$ cat src/design/rtg_pkg.sv
`default_nettype none

package rtg_pkg;

	//////////////////////////////////////////////////
	// Widths and sizes
	//////////////////////////////////////////////////

	localparam int WORD_W             = 16;  // One high-colour word
	localparam int ADDR_W             = 24;  // Word address space
	localparam int FIFO_DEPTH_DEFAULT = 8;   // Entries and credits

	typedef logic [WORD_W-1:0] word_t;  // x:5:5:5 pixel word
	typedef logic [ADDR_W-1:0] addr_t;  // Word address into memory

	//////////////////////////////////////////////////
	// Bundles
	//////////////////////////////////////////////////

	typedef struct packed {
		logic [7:0] r;
		logic [7:0] g;
		logic [7:0] b;
	} rgb_t;  // 8:8:8 colour

	typedef struct packed {
		logic hblank;
		logic vblank;
		logic hsync;
		logic vsync;
	} raster_s;  // Beam state from the chipset

	typedef struct packed {
		rgb_t colour;
		logic blank;
		logic hsync;
		logic vsync;
	} video_s;  // Registered video out

	typedef struct packed {
		logic  valid;
		word_t data;
	} mem_rsp_s;  // Read return, in request order

	typedef struct packed {
		logic [1:0] r;
		logic [1:0] g;
		logic [1:0] b;
	} osd_rgb_s;  // Top two bits per channel

	// OSD overlay values
	localparam osd_rgb_s OSD_ON_COLOUR  = '{r: 2'd3, g: 2'd3, b: 2'd3};  // Lit pixel
	localparam osd_rgb_s OSD_OFF_COLOUR = '{r: 2'd0, g: 2'd0, b: 2'd2};  // Dark blue

endpackage

`default_nettype wire
$ cat src/design/rtg_display_top.sv
`timescale 1ns/1ps
`default_nettype none

module rtg_display_top #(
	parameter int fifo_depth = rtg_pkg::FIFO_DEPTH_DEFAULT  // Power of two, 2 to 32
) (
	input  logic               CLK_114,
	input  logic               reset,
	input  logic               rtg_enable,   // Retargetable screen on
	input  rtg_pkg::addr_t     base_addr,    // Frame start in memory
	input  logic [3:0]         pixel_width,  // Clocks per pixel minus one
	input  logic [6:0]         vb_end,       // Extra vblank lines
	input  rtg_pkg::raster_s   raster,
	input  rtg_pkg::rgb_t      chip_rgb,     // Native chipset colour
	input  logic               osd_window,
	input  logic               osd_pixel,
	output logic               mem_req,
	output rtg_pkg::addr_t     mem_addr,
	input  logic               mem_ready,
	input  rtg_pkg::mem_rsp_s  mem_rsp,
	output logic               pixel_strobe,
	output rtg_pkg::video_s    video,
	output logic               underrun      // Sticky FIFO starvation
);
	import rtg_pkg::*;

	word_t   head_word;   // FIFO head, one cycle after the strobe
	logic    credit_ret;  // One credit back per pop
	raster_s raster_d2;   // Sync aligned to head_word
	logic    blank_d2;    // Blank aligned to head_word

	//////////////////////////////////////////////////
	// Fetch and buffer
	//////////////////////////////////////////////////

	rtg_word_fetch #(.fifo_depth(fifo_depth)) u_fetch (
		.CLK_114    (CLK_114),
		.reset      (reset),
		.rtg_enable (rtg_enable),
		.vblank     (raster.vblank),  // Raw vblank restarts the frame
		.base_addr  (base_addr),
		.credit_ret (credit_ret),
		.mem_req    (mem_req),
		.mem_addr   (mem_addr),
		.mem_ready  (mem_ready)
	);

	rtg_pixel_fifo #(.fifo_depth(fifo_depth)) u_fifo (
		.CLK_114    (CLK_114),
		.reset      (reset),
		.flush      (raster.vblank),  // Same raw vblank as the fetcher
		.mem_rsp    (mem_rsp),
		.pop        (pixel_strobe),
		.head_word  (head_word),
		.credit_ret (credit_ret),
		.underrun   (underrun)
	);

	//////////////////////////////////////////////////
	// Beam timing and video out
	//////////////////////////////////////////////////

	rtg_beam_timer u_beam (
		.CLK_114      (CLK_114),
		.reset        (reset),
		.rtg_enable   (rtg_enable),
		.pixel_width  (pixel_width),
		.vb_end       (vb_end),
		.raster       (raster),
		.pixel_strobe (pixel_strobe),
		.raster_d2    (raster_d2),
		.blank_d2     (blank_d2)
	);

	rtg_pixel_out u_out (
		.CLK_114    (CLK_114),
		.reset      (reset),
		.rtg_enable (rtg_enable),
		.head_word  (head_word),
		.chip_rgb   (chip_rgb),
		.blank_d2   (blank_d2),
		.raster_d2  (raster_d2),
		.osd_window (osd_window),
		.osd_pixel  (osd_pixel),
		.video      (video)
	);

endmodule

`default_nettype wire

$ cat src/design/rtg_pixel_out.sv
`timescale 1ns/1ps
`default_nettype none

module rtg_pixel_out (
	input  logic             CLK_114,
	input  logic             reset,
	input  logic             rtg_enable,
	input  rtg_pkg::word_t   head_word,   // Bit 15 not displayed
	input  rtg_pkg::rgb_t    chip_rgb,
	input  logic             blank_d2,
	input  rtg_pkg::raster_s raster_d2,
	input  logic             osd_window,
	input  logic             osd_pixel,
	output rtg_pkg::video_s  video
);
	import rtg_pkg::*;

	rgb_t     rtg_rgb;       // Expanded high-colour word
	rgb_t     chip_d;        // Native colour aligned to head_word
	rgb_t     src_rgb;
	rgb_t     osd_rgb;
	logic     osd_window_d;
	logic     osd_pixel_d;
	osd_rgb_s osd_val;

	// 5 bits to 8 by repeating the top three
	assign rtg_rgb.r = {head_word[14:10], head_word[14:12]};
	assign rtg_rgb.g = {head_word[9:5], head_word[9:7]};
	assign rtg_rgb.b = {head_word[4:0], head_word[4:2]};

	assign src_rgb = (rtg_enable && !blank_d2) ? rtg_rgb : chip_d;  // Native in blank

	assign osd_val   = osd_pixel_d ? OSD_ON_COLOUR : OSD_OFF_COLOUR;
	assign osd_rgb.r = {osd_val.r, src_rgb.r[7:2]};  // Picture dimmed under the OSD
	assign osd_rgb.g = {osd_val.g, src_rgb.g[7:2]};
	assign osd_rgb.b = {osd_val.b, src_rgb.b[7:2]};

	always_ff @(posedge CLK_114) begin
		chip_d      <= chip_rgb;
		osd_pixel_d <= osd_pixel;
	end

	always_ff @(posedge CLK_114) begin
		if (reset) begin
			osd_window_d <= 1'b0;
			video        <= '0;
		end else begin
			osd_window_d <= osd_window;
			video.colour <= osd_window_d ? osd_rgb : src_rgb;
			video.blank  <= blank_d2;
			video.hsync  <= raster_d2.hsync;
			video.vsync  <= raster_d2.vsync;
		end
	end

endmodule

`default_nettype wire

$ cat src/design/rtg_beam_timer.sv
`timescale 1ns/1ps
`default_nettype none

module rtg_beam_timer (
	input  logic             CLK_114,
	input  logic             reset,
	input  logic             rtg_enable,
	input  logic [3:0]       pixel_width,   // Strobe period minus one
	input  logic [6:0]       vb_end,        // Lines added after raw vblank
	input  rtg_pkg::raster_s raster,
	output logic             pixel_strobe,  // Pops the FIFO
	output rtg_pkg::raster_s raster_d2,
	output logic             blank_d2
);

	logic       hsync_q;     // For rising edge detect
	logic       ext_vblank;  // Stretched vblank
	logic [6:0] vb_count;    // Hsync edges since raw vblank fell
	logic [3:0] pixel_ctr;
	logic       blank;

	//////////////////////////////////////////////////
	// Vertical blank extension
	//////////////////////////////////////////////////

	// Counts lines by hsync rising edges once raw vblank drops
	always_ff @(posedge CLK_114) begin
		if (reset) begin
			hsync_q    <= 1'b0;
			ext_vblank <= 1'b0;
			vb_count   <= '0;
		end else begin
			hsync_q <= raster.hsync;
			if (raster.vblank) begin
				ext_vblank <= 1'b1;  // Rises one cycle after raw
				vb_count   <= '0;
			end else if (vb_count == vb_end) begin
				ext_vblank <= 1'b0;  // Extension done
			end else if (raster.hsync && !hsync_q) begin
				vb_count <= vb_count + 7'd1;
			end
		end
	end

	//////////////////////////////////////////////////
	// Pixel strobe
	//////////////////////////////////////////////////

	// Raw vblank covers the first cycle before ext_vblank is set
	assign blank        = ext_vblank | raster.vblank | raster.hblank;
	assign pixel_strobe = rtg_enable & ~blank & (pixel_ctr == pixel_width);

	always_ff @(posedge CLK_114) begin
		if (reset || blank || pixel_strobe) begin
			pixel_ctr <= '0;  // Restart each pixel and each line
		end else begin
			pixel_ctr <= pixel_ctr + 4'd1;
		end
	end

	// Matches the FIFO head register
	// Video register in rtg_pixel_out adds the second stage
	always_ff @(posedge CLK_114) begin
		if (reset) begin
			blank_d2  <= 1'b0;
			raster_d2 <= '0;
		end else begin
			blank_d2  <= blank;
			raster_d2 <= raster;
		end
	end

endmodule

`default_nettype wire

$ cat src/design/rtg_pixel_fifo.sv
`timescale 1ns/1ps
`default_nettype none

module rtg_pixel_fifo #(
	parameter int fifo_depth = rtg_pkg::FIFO_DEPTH_DEFAULT
) (
	input  logic              CLK_114,
	input  logic              reset,
	input  logic              flush,       // Raw vblank
	input  rtg_pkg::mem_rsp_s mem_rsp,     // Straight from memory
	input  logic              pop,         // Pixel strobe
	output rtg_pkg::word_t    head_word,   // Valid the cycle after pop
	output logic              credit_ret,  // Pulse per real pop
	output logic              underrun     // Sticky until reset
);
	import rtg_pkg::*;

	localparam int ptr_w = $clog2(fifo_depth);

	word_t          mem [fifo_depth];  // Circular store
	logic [ptr_w:0] wr_ptr;            // Extra bit tells full from empty
	logic [ptr_w:0] rd_ptr;
	logic           empty;
	logic           push;
	logic           do_pop;

	assign empty  = (wr_ptr == rd_ptr);
	assign push   = mem_rsp.valid & ~flush;  // Late returns in vblank dropped
	assign do_pop = pop & ~empty & ~flush;

	always_ff @(posedge CLK_114) begin
		if (push) begin
			mem[wr_ptr[ptr_w-1:0]] <= mem_rsp.data;
		end
	end

	// Head register loads a zero word on a starved pop
	always_ff @(posedge CLK_114) begin
		if (pop) begin
			head_word <= do_pop ? mem[rd_ptr[ptr_w-1:0]] : '0;
		end
	end

	always_ff @(posedge CLK_114) begin
		if (reset || flush) begin
			wr_ptr <= '0;
			rd_ptr <= '0;
		end else begin
			if (push) begin
				wr_ptr <= wr_ptr + (ptr_w + 1)'(1);
			end
			if (do_pop) begin
				rd_ptr <= rd_ptr + (ptr_w + 1)'(1);
			end
		end
	end

	always_ff @(posedge CLK_114) begin
		if (reset) begin
			credit_ret <= 1'b0;
			underrun   <= 1'b0;
		end else begin
			credit_ret <= do_pop;  // Empty pop frees nothing
			if (pop && empty && !flush) begin
				underrun <= 1'b1;  // Memory fell behind the beam
			end
		end
	end

endmodule

`default_nettype wire

$ cat src/design/rtg_word_fetch.sv
`timescale 1ns/1ps
`default_nettype none

module rtg_word_fetch #(
	parameter int fifo_depth = rtg_pkg::FIFO_DEPTH_DEFAULT
) (
	input  logic           CLK_114,
	input  logic           reset,
	input  logic           rtg_enable,
	input  logic           vblank,      // Raw chipset vblank
	input  rtg_pkg::addr_t base_addr,
	input  logic           credit_ret,  // FIFO freed one slot
	output logic           mem_req,     // Held until accepted
	output rtg_pkg::addr_t mem_addr,
	input  logic           mem_ready
);
	import rtg_pkg::*;

	localparam int cnt_w = $clog2(fifo_depth + 1);
	localparam logic [cnt_w-1:0] credits_full = cnt_w'(fifo_depth);

	logic [cnt_w-1:0] credits;      // Free slots not yet claimed by a read
	logic [cnt_w-1:0] credits_nxt;
	logic             accept;       // Read handshake this cycle

	//////////////////////////////////////////////////
	// Credit accounting
	//////////////////////////////////////////////////

	assign accept      = mem_req & mem_ready;
	assign credits_nxt = credits - cnt_w'(accept) + cnt_w'(credit_ret);  // Spend and refund

	// Credits plus reads in flight plus stored words stay at fifo_depth,
	// so the FIFO cannot overflow
	always_ff @(posedge CLK_114) begin
		if (reset) begin
			credits  <= credits_full;
			mem_req  <= 1'b0;
			mem_addr <= base_addr;
		end else if (vblank) begin
			credits  <= credits_full;     // FIFO is flushed alongside
			mem_req  <= 1'b0;             // No fetch in vblank
			mem_addr <= base_addr;        // Next frame starts here
		end else begin
			credits <= credits_nxt;
			mem_req <= rtg_enable & (credits_nxt != '0);  // Pending read already paid
			if (accept) begin
				mem_addr <= mem_addr + addr_t'(1);  // Sequential words
			end
		end
	end

endmodule

`default_nettype wire

$ cat config.mk
export PLATFORM = sky130hd
export DESIGN_NAME = rtg_display_top
export DESIGN_NICKNAME = d
export VERILOG_FILES = /design/src/design/rtg_pkg.sv /design/src/design/rtg_display_top.sv /design/src/design/rtg_pixel_out.sv /design/src/design/rtg_beam_timer.sv /design/src/design/rtg_pixel_fifo.sv /design/src/design/rtg_word_fetch.sv
export SDC_FILE = /design/constraint.sdc
export NUM_CORES = 1
export LEC_CHECK = 0
export BUFFER_PORTS_ARGS = -buffer_cell sky130_fd_sc_hd__buf_2
export CAP_MARGIN = 20
export CORE_MARGIN = 4
export CORE_UTILIZATION = 43
export CTS_BUF_LIST = sky130_fd_sc_hd__clkbuf_8
export DETAILED_ROUTE_END_ITERATION = 6
export PLACE_DENSITY = 0.71
export SLEW_MARGIN = 20
export SYNTH_ARGS = -nofsm -noshare
export SYNTH_HDL_FRONTEND = slang
export SYNTH_SLANG_ARGS = --single-unit
$ cat constraint.sdc
create_clock -name CLK_114 -period 3.3 [get_ports CLK_114]
set_input_delay 0.66 -clock CLK_114 [delete_from_list [all_inputs] [get_ports CLK_114]]
set_output_delay 0.66 -clock CLK_114 [all_outputs]
set_load 0.01 [all_outputs]
==> flow_results.xml, run 1 <==
<?xml version="1.0" encoding="UTF-8"?>
<metrics>
  <group name="outcome">
    <metric name="outcome" unit="">complete, no violations</metric>
  </group>
  <group name="layout">
    <metric name="post_layout_nonfiller_instances" unit="">1161</metric>
    <metric name="drive_gt1_share" unit="%">28.0</metric>
    <metric name="layout.nets" unit="">944</metric>
    <metric name="finalInstanceArea" unit="sq um">11400</metric>
    <metric name="syn_to_final_growth" unit="%">18.6</metric>
  </group>
  <group name="yosys">
    <metric name="syn_nets" unit="">778</metric>
    <metric name="ys_seq_area_share" unit="%">66.9</metric>
    <metric name="synth.top_cells.by_area" unit="">sky130_fd_sc_hd__edfxtp_1 (50%), sky130_fd_sc_hd__dfxtp_1 (17%), sky130_fd_sc_hd__mux4_2 (7.0%)</metric>
    <metric name="synth_flop_type" unit="">sky130_fd_sc_hd__edfxtp_1</metric>
    <metric name="post_synth_most_frequent_cells" unit="">sky130_fd_sc_hd__edfxtp_1 (159), sky130_fd_sc_hd__dfxtp_1 (83), sky130_fd_sc_hd__nand2_1 (57), sky130_fd_sc_hd__nor2_1 (45), sky130_fd_sc_hd__mux4_2 (30)</metric>
    <metric name="asyncSetResetFlopFracSynth" unit="%">0</metric>
    <metric name="yosysMostFrequentCell" unit="">sky130_fd_sc_hd__edfxtp_1</metric>
    <metric name="number_of_enable_type_register_cells_in_the_synthesized_netlist" unit="">159</metric>
    <metric name="ys_types" unit="">47</metric>
    <metric name="synth_top_cell_area_share" unit="%">49.7</metric>
    <metric name="yosysTopAreaCell" unit="">sky130_fd_sc_hd__edfxtp_1</metric>
    <metric name="yosys_warnings" unit="">0</metric>
    <metric name="syn_area" unit="sq um">9610</metric>
    <metric name="postSynthCellCount" unit="">682</metric>
    <metric name="ffs_latches_synth" unit="">242</metric>
    <metric name="post_synthesis_mean_instance_area" unit="sq um">14.1</metric>
  </group>
  <group name="worst_setup_path">
    <metric name="worst-r2r-cell-count" unit="">4</metric>
    <metric name="worst_ep_required_time" unit="ns">2.64</metric>
    <metric name="rrSetupSlack" unit="ns">1.07</metric>
    <metric name="path_class" unit="">flip-flop to output pin</metric>
    <metric name="crit_arrival" unit="ns">1.86</metric>
    <metric name="worst_setup_path_end_kind" unit="">output pin</metric>
    <metric name="timing.critical_path.from_type" unit="">flip-flop</metric>
    <metric name="critical_path.reg2reg.startpoint" unit="">u_fifo.rd_ptr[0]</metric>
    <metric name="r2r_end" unit="">u_fifo.head_word[14]</metric>
    <metric name="crit_fanout" unit="">5</metric>
  </group>
  <group name="clock_network">
    <metric name="root_buffer_cell" unit="">sky130_fd_sc_hd__clkbuf_8</metric>
    <metric name="htree_levels" unit="">2</metric>
    <metric name="clk_pin_slew" unit="ns">0.06</metric>
    <metric name="cts-resized-gates" unit="">0</metric>
    <metric name="cts_inserted_buffers" unit="">40</metric>
    <metric name="tritoncts" unit="">yes</metric>
    <metric name="numClockSinks" unit="">242</metric>
    <metric name="post-cts-setup-buffers" unit="">0</metric>
    <metric name="clock_tree.buffer_depth" unit="">3</metric>
    <metric name="worst_skew_pair.late_latency" unit="ns">0.54</metric>
    <metric name="ctsHoldBuffers" unit="">0</metric>
  </group>
  <group name="die">
    <metric name="ioPinCount" unit="">140</metric>
    <metric name="placement_rows" unit="">54</metric>
    <metric name="die_ar" unit="sq um">24800</metric>
    <metric name="initial_core_util" unit="%">43.9</metric>
    <metric name="fp.dieH" unit="um">158</metric>
    <metric name="floorplan.core_area" unit="sq um">21900</metric>
    <metric name="dieWidth" unit="um">158</metric>
  </group>
  <group name="grt">
    <metric name="grt-ovfl-total" unit="">0</metric>
    <metric name="grt_antenna_before_repair" unit="">4</metric>
    <metric name="grt_first_pass_wirelength" unit="mm">31.8</metric>
    <metric name="via_count_of_the_first_global_routing_pass" unit="">6025</metric>
    <metric name="groute.usage.overall" unit="%">16.2</metric>
    <metric name="maximum_number_of_pins_on_one_net_before_global_route_repair" unit="">42</metric>
  </group>
  <group name="worst_hold_path">
    <metric name="min_from" unit="">chip_rgb[12]</metric>
    <metric name="hold-path-endpoint" unit="">u_out.chip_d[12]</metric>
    <metric name="hold_path.class" unit="">input port to flip-flop</metric>
    <metric name="min_delay_path_depth" unit="">1</metric>
  </group>
  <group name="sta">
    <metric name="rsz0062_at_grt" unit="">no</metric>
    <metric name="final_hold_viol_count" unit="">0</metric>
    <metric name="min_period_over_period" unit="%">76.4</metric>
    <metric name="tightest_slew" unit="ns">0.987</metric>
    <metric name="finalCriticalPeriod" unit="ns">2.52</metric>
    <metric name="max_clock_freq" unit="MHz">396</metric>
    <metric name="timing.hold.ws" unit="ns">0.223</metric>
    <metric name="slew_headroom" unit="%">34.2</metric>
    <metric name="setup_slack" unit="ns">0.777</metric>
    <metric name="final_setup_violation_count" unit="">0</metric>
    <metric name="setup_total_negative_slack" unit="ns">0</metric>
    <metric name="finClkSkew" unit="ns">0.0244</metric>
    <metric name="maxSlewViolCount" unit="">0</metric>
  </group>
  <group name="place">
    <metric name="portBuffers" unit="">138</metric>
    <metric name="placed_area" unit="sq um">10700</metric>
    <metric name="numPlacedInstances" unit="">1086</metric>
    <metric name="routabilityCongestion" unit="">0.853</metric>
    <metric name="post-dp-hpwl" unit="mm">13.4</metric>
    <metric name="place_worst_setup_slack" unit="ns">0.837</metric>
  </group>
  <group name="routing">
    <metric name="number_of_iterations_in_the_first_detailed_routing_pass" unit="">5</metric>
    <metric name="vias_per_cell" unit="">5.22</metric>
    <metric name="drt.antenna.violating_nets" unit="">0</metric>
    <metric name="detailedRoute.firstIterationViolations" unit="">341</metric>
    <metric name="num_vias" unit="">6059</metric>
    <metric name="detail_route.wl_per_cell" unit="um">17.2</metric>
    <metric name="detail_route.drc_violations" unit="">0</metric>
    <metric name="total_length_of_routed_wires" unit="mm">20.0</metric>
  </group>
  <group name="power_and_ir_drop">
    <metric name="cellPowerDensity" unit="nW/um^2">535</metric>
    <metric name="static-leakage-power" unit="nW">4.19</metric>
    <metric name="vdd.ir_drop.worst" unit="mV">0.280</metric>
  </group>
  <group name="job">
    <metric name="maxCapViolCount" unit="">0</metric>
  </group>
</metrics>
## worst max path at each step
stage	startpoint	to	slack, ns	cells after the start
2_1_floorplan	raster[2]	pixel_strobe	0.73	3
3_3_place_gp	raster[2]	pixel_strobe	0.84	6
3_5_place_dp	raster[2]	pixel_strobe	0.84	6
4_1_cts	u_beam.pixel_ctr[2]	pixel_strobe	0.72	4
5_1_grt	u_beam.pixel_ctr[2]	pixel_strobe	0.65	4
6_report	u_beam.pixel_ctr[2]	pixel_strobe	0.78	4
## placed cells by master, fill, tap and decap left out, drive strengths merged, types with 23 or more instances in the layout
master | netlist | layout
o21ai | 23 | 23
buf | 8 | 157
dfxtp | 83 | 83
a211oi | 25 | 25
a21oi | 23 | 23
mux4 | 30 | 30
clkbuf | 25 | 42
nand2 | 57 | 57
edfxtp | 159 | 159
nor2 | 45 | 45
## layout make-up
cell class,count,area (sq um)
timing repair buffer,157,833
fill,1892,10500
clock buffer,42,578
tap,280,350
clock inverter,32,145
multi-input combinational,398,3030
antenna,1,2.50
sequential,242,6440
inverter,9,33.8
## power by group
| group | switching [W] | total [W] | internal, W |
|---|---|---|---|
| sequential | 0.0000632 | 0.00339 | 0.00332 |
| clock | 0.00115 | 0.00235 | 0.00119 |
| combinational | 0.000214 | 0.000371 | 0.000157 |
| total | 0.00143 | 0.00610 | 0.00467 |
## kinds of logic (layout without fill, tap and decap cells)
kind of cell               Yosys count  after routing  synth area share, %
and+or+nand+nor                    198            198                 10.4
xor gates and xnor gates            36             36                 3.28
muxes                               52             52                 9.32
AOI/OAI and AO/OA                  102            102                 6.92
buffers and inverters               42            240                 1.72
DFF                                242            242                 66.9
other                                0              1                    0
adders and majority gates           10             10                 1.38
## critical path, stage by stage, from the launching register on
cell and delay, ns:
sky130_fd_sc_hd__dfxtp_1 0.34, sky130_fd_sc_hd__xnor2_1 0.26, sky130_fd_sc_hd__nand4_1 0.23, sky130_fd_sc_hd__nor2_1 0.31, sky130_fd_sc_hd__buf_2 0.19
## per-layer routing
metal,vias up,wire length [um],track usage [%]
met4,6,488,5.08
met2,179,9370,25.8
met1,2897,8660,21.9
li1,2930,-,-
met3,47,1470,4.51
met5,-,29,0
## registers in the layout, summed over array words and instances, names as in the netlist, 2 cells and up
name	cells
u_fifo.mem	120
u_out.video	27
u_fetch.mem_addr	24
u_out.chip_d	24
u_fifo.head_word	15
u_beam.vb_count	7
u_beam.pixel_ctr	4
u_fetch.credits	4
u_fifo.rd_ptr	4
u_fifo.wr_ptr	4
u_beam.raster_d2	2
## metrics by stage
step           power, W  utilization, %
6_report        0.00610            52.1
5_1_grt         0.00639            52.1
4_1_cts         0.00619            52.1
3_5_place_dp    0.00382            48.8
3_3_place_gp    0.00382            48.8
2_1_floorplan   0.00363               -
Note: power is estimated with default switching activity, not from simulation.
==> run 2, diff against run 1 <==
==> constraint.sdc (replaced) <==
create_clock -name CLK_114 -period 2.4 [get_ports CLK_114]
set_input_delay 0.48 -clock CLK_114 [delete_from_list [all_inputs] [get_ports CLK_114]]
set_output_delay 0.48 -clock CLK_114 [all_outputs]
set_load 0.01 [all_outputs]
==> flow_results.xml, run 2 (same netlist as run 1, synthesis figures left out) <==
<?xml version="1.0" encoding="UTF-8"?>
<metrics>
  <group name="outcome">
    <metric name="outcome" unit="">complete, no violations</metric>
  </group>
  <group name="sta">
    <metric name="final_setup_violation_count" unit="">0</metric>
    <metric name="finalCriticalPeriod" unit="ns">2.28</metric>
    <metric name="rsz0062_at_grt" unit="">no</metric>
    <metric name="max_clock_freq" unit="MHz">440</metric>
    <metric name="setup_total_negative_slack" unit="ns">0</metric>
    <metric name="setup_slack" unit="ns">0.125</metric>
    <metric name="tightest_slew" unit="ns">0.592</metric>
    <metric name="min_period_over_period" unit="%">94.8</metric>
    <metric name="final_hold_viol_count" unit="">0</metric>
    <metric name="slew_headroom" unit="%">60.3</metric>
    <metric name="maxSlewViolCount" unit="">0</metric>
    <metric name="finClkSkew" unit="ns">0.0163</metric>
  </group>
  <group name="power_and_ir_drop">
    <metric name="vdd.ir_drop.worst" unit="mV">0.428</metric>
    <metric name="power_report.internal_total" unit="W">0.00660</metric>
    <metric name="cellPowerDensity" unit="nW/um^2">743</metric>
    <metric name="power_frac_comb" unit="%">6.1</metric>
    <metric name="switching_power" unit="W">0.00198</metric>
    <metric name="seq_power_share" unit="%">54.3</metric>
    <metric name="fraction_of_power_spent_switching_nets" unit="%">23.0</metric>
    <metric name="clockPowerShare" unit="%">39.6</metric>
    <metric name="static-leakage-power" unit="nW">4.26</metric>
    <metric name="power.total" unit="W">0.00858</metric>
  </group>
  <group name="layout">
    <metric name="drive_gt1_share" unit="%">29.5</metric>
    <metric name="syn_to_final_growth" unit="%">20.2</metric>
    <metric name="largest_register_ffs" unit="">120</metric>
    <metric name="filler_cell_count" unit="">1874</metric>
    <metric name="layout.cells.most_common_list" unit="">sky130_fd_sc_hd__edfxtp_1 (159), sky130_fd_sc_hd__buf_2 (138), sky130_fd_sc_hd__dfxtp_1 (82), sky130_fd_sc_hd__nand2_1 (57)</metric>
    <metric name="layout.cells.most_common" unit="">sky130_fd_sc_hd__edfxtp_1</metric>
    <metric name="layout.nets" unit="">954</metric>
  </group>
  <group name="worst_setup_path">
    <metric name="rrSetupSlack" unit="ns">0.32</metric>
    <metric name="crit_fanout" unit="">5</metric>
    <metric name="max_stage_delay" unit="ns">0.34</metric>
    <metric name="worst_ep_required_time" unit="ns">1.92</metric>
    <metric name="r2r_end" unit="">u_fifo.head_word[14]</metric>
    <metric name="timing.critical_path.from_type" unit="">flip-flop</metric>
    <metric name="cp-startpoint" unit="">u_beam.pixel_ctr[2]</metric>
    <metric name="critical_path.reg2reg.startpoint" unit="">u_fifo.rd_ptr[0]</metric>
    <metric name="worst-r2r-cell-count" unit="">4</metric>
    <metric name="worst_setup_path_end_kind" unit="">output pin</metric>
    <metric name="crit_arrival" unit="ns">1.80</metric>
    <metric name="path_class" unit="">flip-flop to output pin</metric>
    <metric name="cpMaxStageDelayCell" unit="">sky130_fd_sc_hd__dfxtp_1</metric>
    <metric name="critical_path.cell_chain" unit="">xnor2_1 -&gt; nand4_1 -&gt; nor2_1 -&gt; buf_4 -&gt; buf_2</metric>
    <metric name="crit_end" unit="">pixel_strobe</metric>
  </group>
  <group name="place">
    <metric name="portBuffers" unit="">138</metric>
    <metric name="place_worst_setup_slack" unit="ns">0.253</metric>
    <metric name="routabilityCongestion" unit="">0.790</metric>
    <metric name="post-dp-hpwl" unit="mm">13.4</metric>
  </group>
  <group name="grt">
    <metric name="maximum_number_of_pins_on_one_net_before_global_route_repair" unit="">34</metric>
    <metric name="grt_antenna_before_repair" unit="">5</metric>
    <metric name="grt_first_pass_wirelength" unit="mm">32.0</metric>
    <metric name="grt-ovfl-total" unit="">0</metric>
    <metric name="groute.usage.overall" unit="%">16.2</metric>
    <metric name="via_count_of_the_first_global_routing_pass" unit="">6197</metric>
  </group>
  <group name="die">
    <metric name="dieWidth" unit="um">158</metric>
    <metric name="die_ar" unit="sq um">24800</metric>
    <metric name="ioPinCount" unit="">140</metric>
    <metric name="floorplan.core_area" unit="sq um">21900</metric>
    <metric name="initial_core_util" unit="%">43.9</metric>
    <metric name="fp.dieH" unit="um">158</metric>
    <metric name="placement_rows" unit="">54</metric>
  </group>
  <group name="routing">
    <metric name="drt.antenna.violating_nets" unit="">0</metric>
    <metric name="detail_route.wl_per_cell" unit="um">17.1</metric>
    <metric name="num_vias" unit="">6055</metric>
    <metric name="total_length_of_routed_wires" unit="mm">20.0</metric>
    <metric name="detail_route.wirelength.met1" unit="mm">8.64</metric>
    <metric name="met2_routed_length" unit="mm">9.58</metric>
    <metric name="detailedRoute.firstIterationViolations" unit="">316</metric>
    <metric name="detail_route.drc_violations" unit="">0</metric>
    <metric name="number_of_iterations_in_the_first_detailed_routing_pass" unit="">7</metric>
    <metric name="met3_length" unit="mm">1.32</metric>
    <metric name="top_layer_used" unit="">met5</metric>
    <metric name="vias_per_cell" unit="">5.17</metric>
  </group>
  <group name="job">
    <metric name="maxCapViolCount" unit="">0</metric>
  </group>
  <group name="worst_hold_path">
    <metric name="hold_path.class" unit="">input port to flip-flop</metric>
    <metric name="min_delay_path_depth" unit="">1</metric>
  </group>
  <group name="clock_network">
    <metric name="clock_tree.buffer_depth" unit="">3</metric>
    <metric name="ctsHoldBuffers" unit="">0</metric>
    <metric name="cts_inserted_buffers" unit="">40</metric>
    <metric name="root_buffer_cell" unit="">sky130_fd_sc_hd__clkbuf_8</metric>
    <metric name="worst_skew_pair.late_latency" unit="ns">0.53</metric>
    <metric name="htree_levels" unit="">2</metric>
    <metric name="tritoncts" unit="">yes</metric>
    <metric name="numClockSinks" unit="">242</metric>
    <metric name="clk_pin_slew" unit="ns">0.06</metric>
  </group>
</metrics>
run 2: changes by cell type in the layout (fill, tap and decap cells not counted), moves of 2 or more:
cell,delta
sky130_fd_sc_hd__buf_4,+9
sky130_fd_sc_hd__clkbuf_8,+2
sky130_fd_sc_hd__clkinv_1,-2
sky130_fd_sc_hd__inv_1,-3
sky130_fd_sc_hd__xnor2_1,-2
sky130_fd_sc_hd__xnor2_2,+2
run 2: layer usage:
layer	global-route usage [%]	vias to the layer above
li1	-	2960
met1	21.7	2893
met2	25.8	152
met3	3.96	44
met4	5.82	6
met5	0	-
run 2: final cells by class:
type                            instances  area (sq um)  area share (%)
Sequential cell                       242          6440            55.7
Timing Repair Buffer                  167           921            7.97
Clock buffer                           44           606            5.24
Clock inverter                         29           159            1.38
Antenna cell                            2          5.00          0.0433
Tap cell                              280           350            3.03
Inverter                                9          33.8           0.292
Multi-Input combinational cell        398          3040            26.3
run 2: power by group through the flow:
| stage | clock network, W | logic (W) | registers (W) |
|---|---|---|---|
| 2_1_floorplan | 0 | 0.000237 | 0.00476 |
| 3_3_place_gp | 0 | 0.000516 | 0.00474 |
| 3_5_place_dp | 0 | 0.000526 | 0.00474 |
| 4_1_cts | 0.00352 | 0.000529 | 0.00466 |
| 5_1_grt | 0.00371 | 0.000585 | 0.00467 |
| 6_report | 0.00340 | 0.000524 | 0.00466 |
run 2: worst max-delay path, delay by kind of cell, from the launching register on:
kind          cells  cell delay (ns)
simple gates      2             0.39
flops             1             0.34
buf+inv           2             0.30
xor+xnor          1             0.25
run 2: how the worst min path moves through the flow:
stage                             start         endpoint  slack, ns
floorplan           u_beam.raster_d2[0]   u_out.video[0]       0.41
global placement    u_beam.raster_d2[0]   u_out.video[0]       0.42
detailed placement  u_beam.raster_d2[0]   u_out.video[0]       0.45
CTS                         chip_rgb[4]  u_out.chip_d[4]       0.02
global route                chip_rgb[4]  u_out.chip_d[4]       0.02
finish                      chip_rgb[4]  u_out.chip_d[4]       0.05
run 2: repair_timing:
item / CTS / global route
setup buffers: 0 / 0
setup endpoints to repair: 0 / 1
gates resized for setup: 0 / 2
run 2: stage by stage:
| stage | instance area (sq um) | instances | hold WS, ns | util, % |
|---|---|---|---|---|
| 5_1_grt | 11600 | 1171 | 0.0204 | 52.8 |
| 6_report | 11600 | 1171 | 0.0514 | 52.8 |
| 3_5_place_dp | 10800 | 1096 | 0.449 | 49.2 |
| 4_1_cts | 11500 | 1169 | 0.0197 | 52.7 |
| 3_3_place_gp | 10800 | 1096 | 0.422 | 49.2 |
| 2_1_floorplan | 9610 | 682 | 0.414 | - |
==> run 3, diff against run 2 <==
--- a/config.mk
+++ b/config.mk
@@ -7,11 +7,10 @@
 export LEC_CHECK = 0
 export BUFFER_PORTS_ARGS = -buffer_cell sky130_fd_sc_hd__buf_2
 export CAP_MARGIN = 20
-export CORE_MARGIN = 4
 export CORE_UTILIZATION = 43
 export CTS_BUF_LIST = sky130_fd_sc_hd__clkbuf_8
 export DETAILED_ROUTE_END_ITERATION = 6
-export PLACE_DENSITY = 0.71
+export PLACE_DENSITY = 0.68
 export SLEW_MARGIN = 20
 export SYNTH_ARGS = -nofsm -noshare
 export SYNTH_HDL_FRONTEND = slang
==> flow_results.xml, run 3 (same netlist as run 1, synthesis figures left out) <==
<?xml version="1.0" encoding="UTF-8"?>
<metrics>
  <group name="worst_setup_path">
    <metric name="worst_ep_required_time" unit="ns">1.92</metric>
    <metric name="crit_arrival" unit="ns">1.74</metric>
    <metric name="crit_fanout" unit="">5</metric>
    <metric name="path_class" unit="">flip-flop to output pin</metric>
    <metric name="timing.critical_path.from_type" unit="">flip-flop</metric>
    <metric name="worst_setup_path_end_kind" unit="">output pin</metric>
  </group>
  <group name="power_and_ir_drop">
    <metric name="static-leakage-power" unit="nW">4.27</metric>
    <metric name="cellPowerDensity" unit="nW/um^2">738</metric>
    <metric name="vdd.ir_drop.worst" unit="mV">0.429</metric>
  </group>
  <group name="place">
    <metric name="place_worst_setup_slack" unit="ns">0.326</metric>
    <metric name="post-dp-hpwl" unit="mm">12.9</metric>
    <metric name="portBuffers" unit="">138</metric>
    <metric name="routabilityCongestion" unit="">0.808</metric>
    <metric name="placed_area" unit="sq um">10800</metric>
  </group>
  <group name="routing">
    <metric name="vias_per_cell" unit="">5.13</metric>
    <metric name="total_length_of_routed_wires" unit="mm">19.3</metric>
    <metric name="detail_route.wl_per_cell" unit="um">16.5</metric>
    <metric name="num_vias" unit="">5997</metric>
    <metric name="detail_route.drc_violations" unit="">0</metric>
    <metric name="number_of_iterations_in_the_first_detailed_routing_pass" unit="">4</metric>
    <metric name="drt.antenna.violating_nets" unit="">0</metric>
    <metric name="detailedRoute.firstIterationViolations" unit="">278</metric>
  </group>
  <group name="sta">
    <metric name="rsz0062_at_grt" unit="">no</metric>
    <metric name="setup_total_negative_slack" unit="ns">0</metric>
    <metric name="final_setup_violation_count" unit="">0</metric>
    <metric name="finalCriticalPeriod" unit="ns">2.22</metric>
    <metric name="final_hold_viol_count" unit="">0</metric>
    <metric name="timing.hold.ws" unit="ns">0.0550</metric>
    <metric name="finClkSkew" unit="ns">0.0112</metric>
    <metric name="max_clock_freq" unit="MHz">450</metric>
    <metric name="tightest_slew" unit="ns">0.640</metric>
    <metric name="maxSlewViolCount" unit="">0</metric>
    <metric name="setup_slack" unit="ns">0.177</metric>
    <metric name="slew_headroom" unit="%">57.1</metric>
    <metric name="min_period_over_period" unit="%">92.6</metric>
  </group>
  <group name="die">
    <metric name="initial_core_util" unit="%">43.9</metric>
    <metric name="placement_rows" unit="">54</metric>
    <metric name="floorplan.core_area" unit="sq um">21900</metric>
    <metric name="die_ar" unit="sq um">23000</metric>
    <metric name="dieWidth" unit="um">152</metric>
    <metric name="fp.dieH" unit="um">152</metric>
    <metric name="ioPinCount" unit="">140</metric>
  </group>
  <group name="layout">
    <metric name="finalInstanceArea" unit="sq um">11500</metric>
    <metric name="syn_to_final_growth" unit="%">20.0</metric>
    <metric name="drive_gt1_share" unit="%">29.2</metric>
    <metric name="postLayoutCoreUtil" unit="%">52.7</metric>
    <metric name="antenna_diode_count" unit="">0</metric>
    <metric name="filler_cell_count" unit="">1870</metric>
    <metric name="layout.nets" unit="">958</metric>
    <metric name="largest_register_ffs" unit="">120</metric>
    <metric name="layout.cells.most_common" unit="">sky130_fd_sc_hd__edfxtp_1</metric>
    <metric name="layout.cells.most_common_list" unit="">sky130_fd_sc_hd__edfxtp_1 (159), sky130_fd_sc_hd__buf_2 (138), sky130_fd_sc_hd__dfxtp_1 (82), sky130_fd_sc_hd__nand2_1 (57)</metric>
  </group>
  <group name="job">
    <metric name="maxCapViolCount" unit="">0</metric>
  </group>
  <group name="grt">
    <metric name="grt-ovfl-total" unit="">0</metric>
    <metric name="via_count_of_the_first_global_routing_pass" unit="">5822</metric>
    <metric name="groute.usage.overall" unit="%">16.9</metric>
    <metric name="grt_first_pass_wirelength" unit="mm">29.8</metric>
    <metric name="grt_antenna_before_repair" unit="">3</metric>
    <metric name="maximum_number_of_pins_on_one_net_before_global_route_repair" unit="">41</metric>
  </group>
  <group name="clock_network">
    <metric name="root_buffer_cell" unit="">sky130_fd_sc_hd__clkbuf_8</metric>
    <metric name="clk_pin_slew" unit="ns">0.06</metric>
    <metric name="cts_inserted_buffers" unit="">41</metric>
    <metric name="htree_levels" unit="">2</metric>
    <metric name="worst_skew_pair.late_latency" unit="ns">0.52</metric>
    <metric name="numClockSinks" unit="">242</metric>
    <metric name="clock_tree.buffer_depth" unit="">3</metric>
    <metric name="tritoncts" unit="">yes</metric>
  </group>
  <group name="worst_hold_path">
    <metric name="hold_path.class" unit="">input port to flip-flop</metric>
  </group>
  <group name="outcome">
    <metric name="outcome" unit="">complete, no violations</metric>
  </group>
</metrics>
run 3: critical path: stages (launching register included):
cell,delay (ns)
sky130_fd_sc_hd__dfxtp_1,0.35
sky130_fd_sc_hd__xnor2_1,0.28
sky130_fd_sc_hd__nand2_1,0.17
sky130_fd_sc_hd__nor2_1,0.14
sky130_fd_sc_hd__buf_4,0.16
sky130_fd_sc_hd__buf_2,0.14
run 3: worst paths after layout:
check                      start  cells past startpoint             endpoint  slack (ns)
max          u_beam.pixel_ctr[0]                      5         pixel_strobe        0.18
min                 chip_rgb[11]                      1     u_out.chip_d[11]        0.06
max reg2reg     u_fifo.rd_ptr[0]                      4  u_fifo.head_word[3]        0.35
min reg2reg  u_beam.raster_d2[0]                      1       u_out.video[0]        0.44
run 3: metal layers:
metal	global-route usage, %	vias to the layer above	part of all wire (%)	wire length (um)
met5	0	-	0.19	37
met4	5.35	6	1.9	361
met3	4.01	41	6.3	1210
met2	27.5	176	47	9030
met1	22.3	2815	45	8620
li1	-	2959	-	-
run 3: area by class of cell:
cell class                 count  area, sq um  share of cell area, %
multi-input combinational    398         3030                   26.2
clock buffer                  44          606                   5.25
sequential                   242         6440                   55.8
timing repair buffer         170          943                   8.18
clock inverter                26          143                   1.24
inverter                       9         33.8                  0.293
tap                          280          350                   3.04
run 3: timing repair:
| item | in CTS | in global routing |
|---|---|---|
| endpoints found under the setup margin | 0 | 1 |
| resized for setup | 0 | 0 |
| hold buffers | 0 | 0 |
| buffers inserted | 0 | 1 |
run 3: report_power, final:
part           internal [W]  leakage (nW)  switching, W
logic              0.000222          1.64      0.000293
clock network       0.00180         0.437       0.00155
registers           0.00457          2.19     0.0000852
run 3: metrics by stage:
step,power [W],std cells
finish,0.00852,1169
global route,0.00887,1169
CTS,0.00863,1168
detailed placement,0.00526,1098
global placement,0.00525,1098
floorplan,0.00500,682
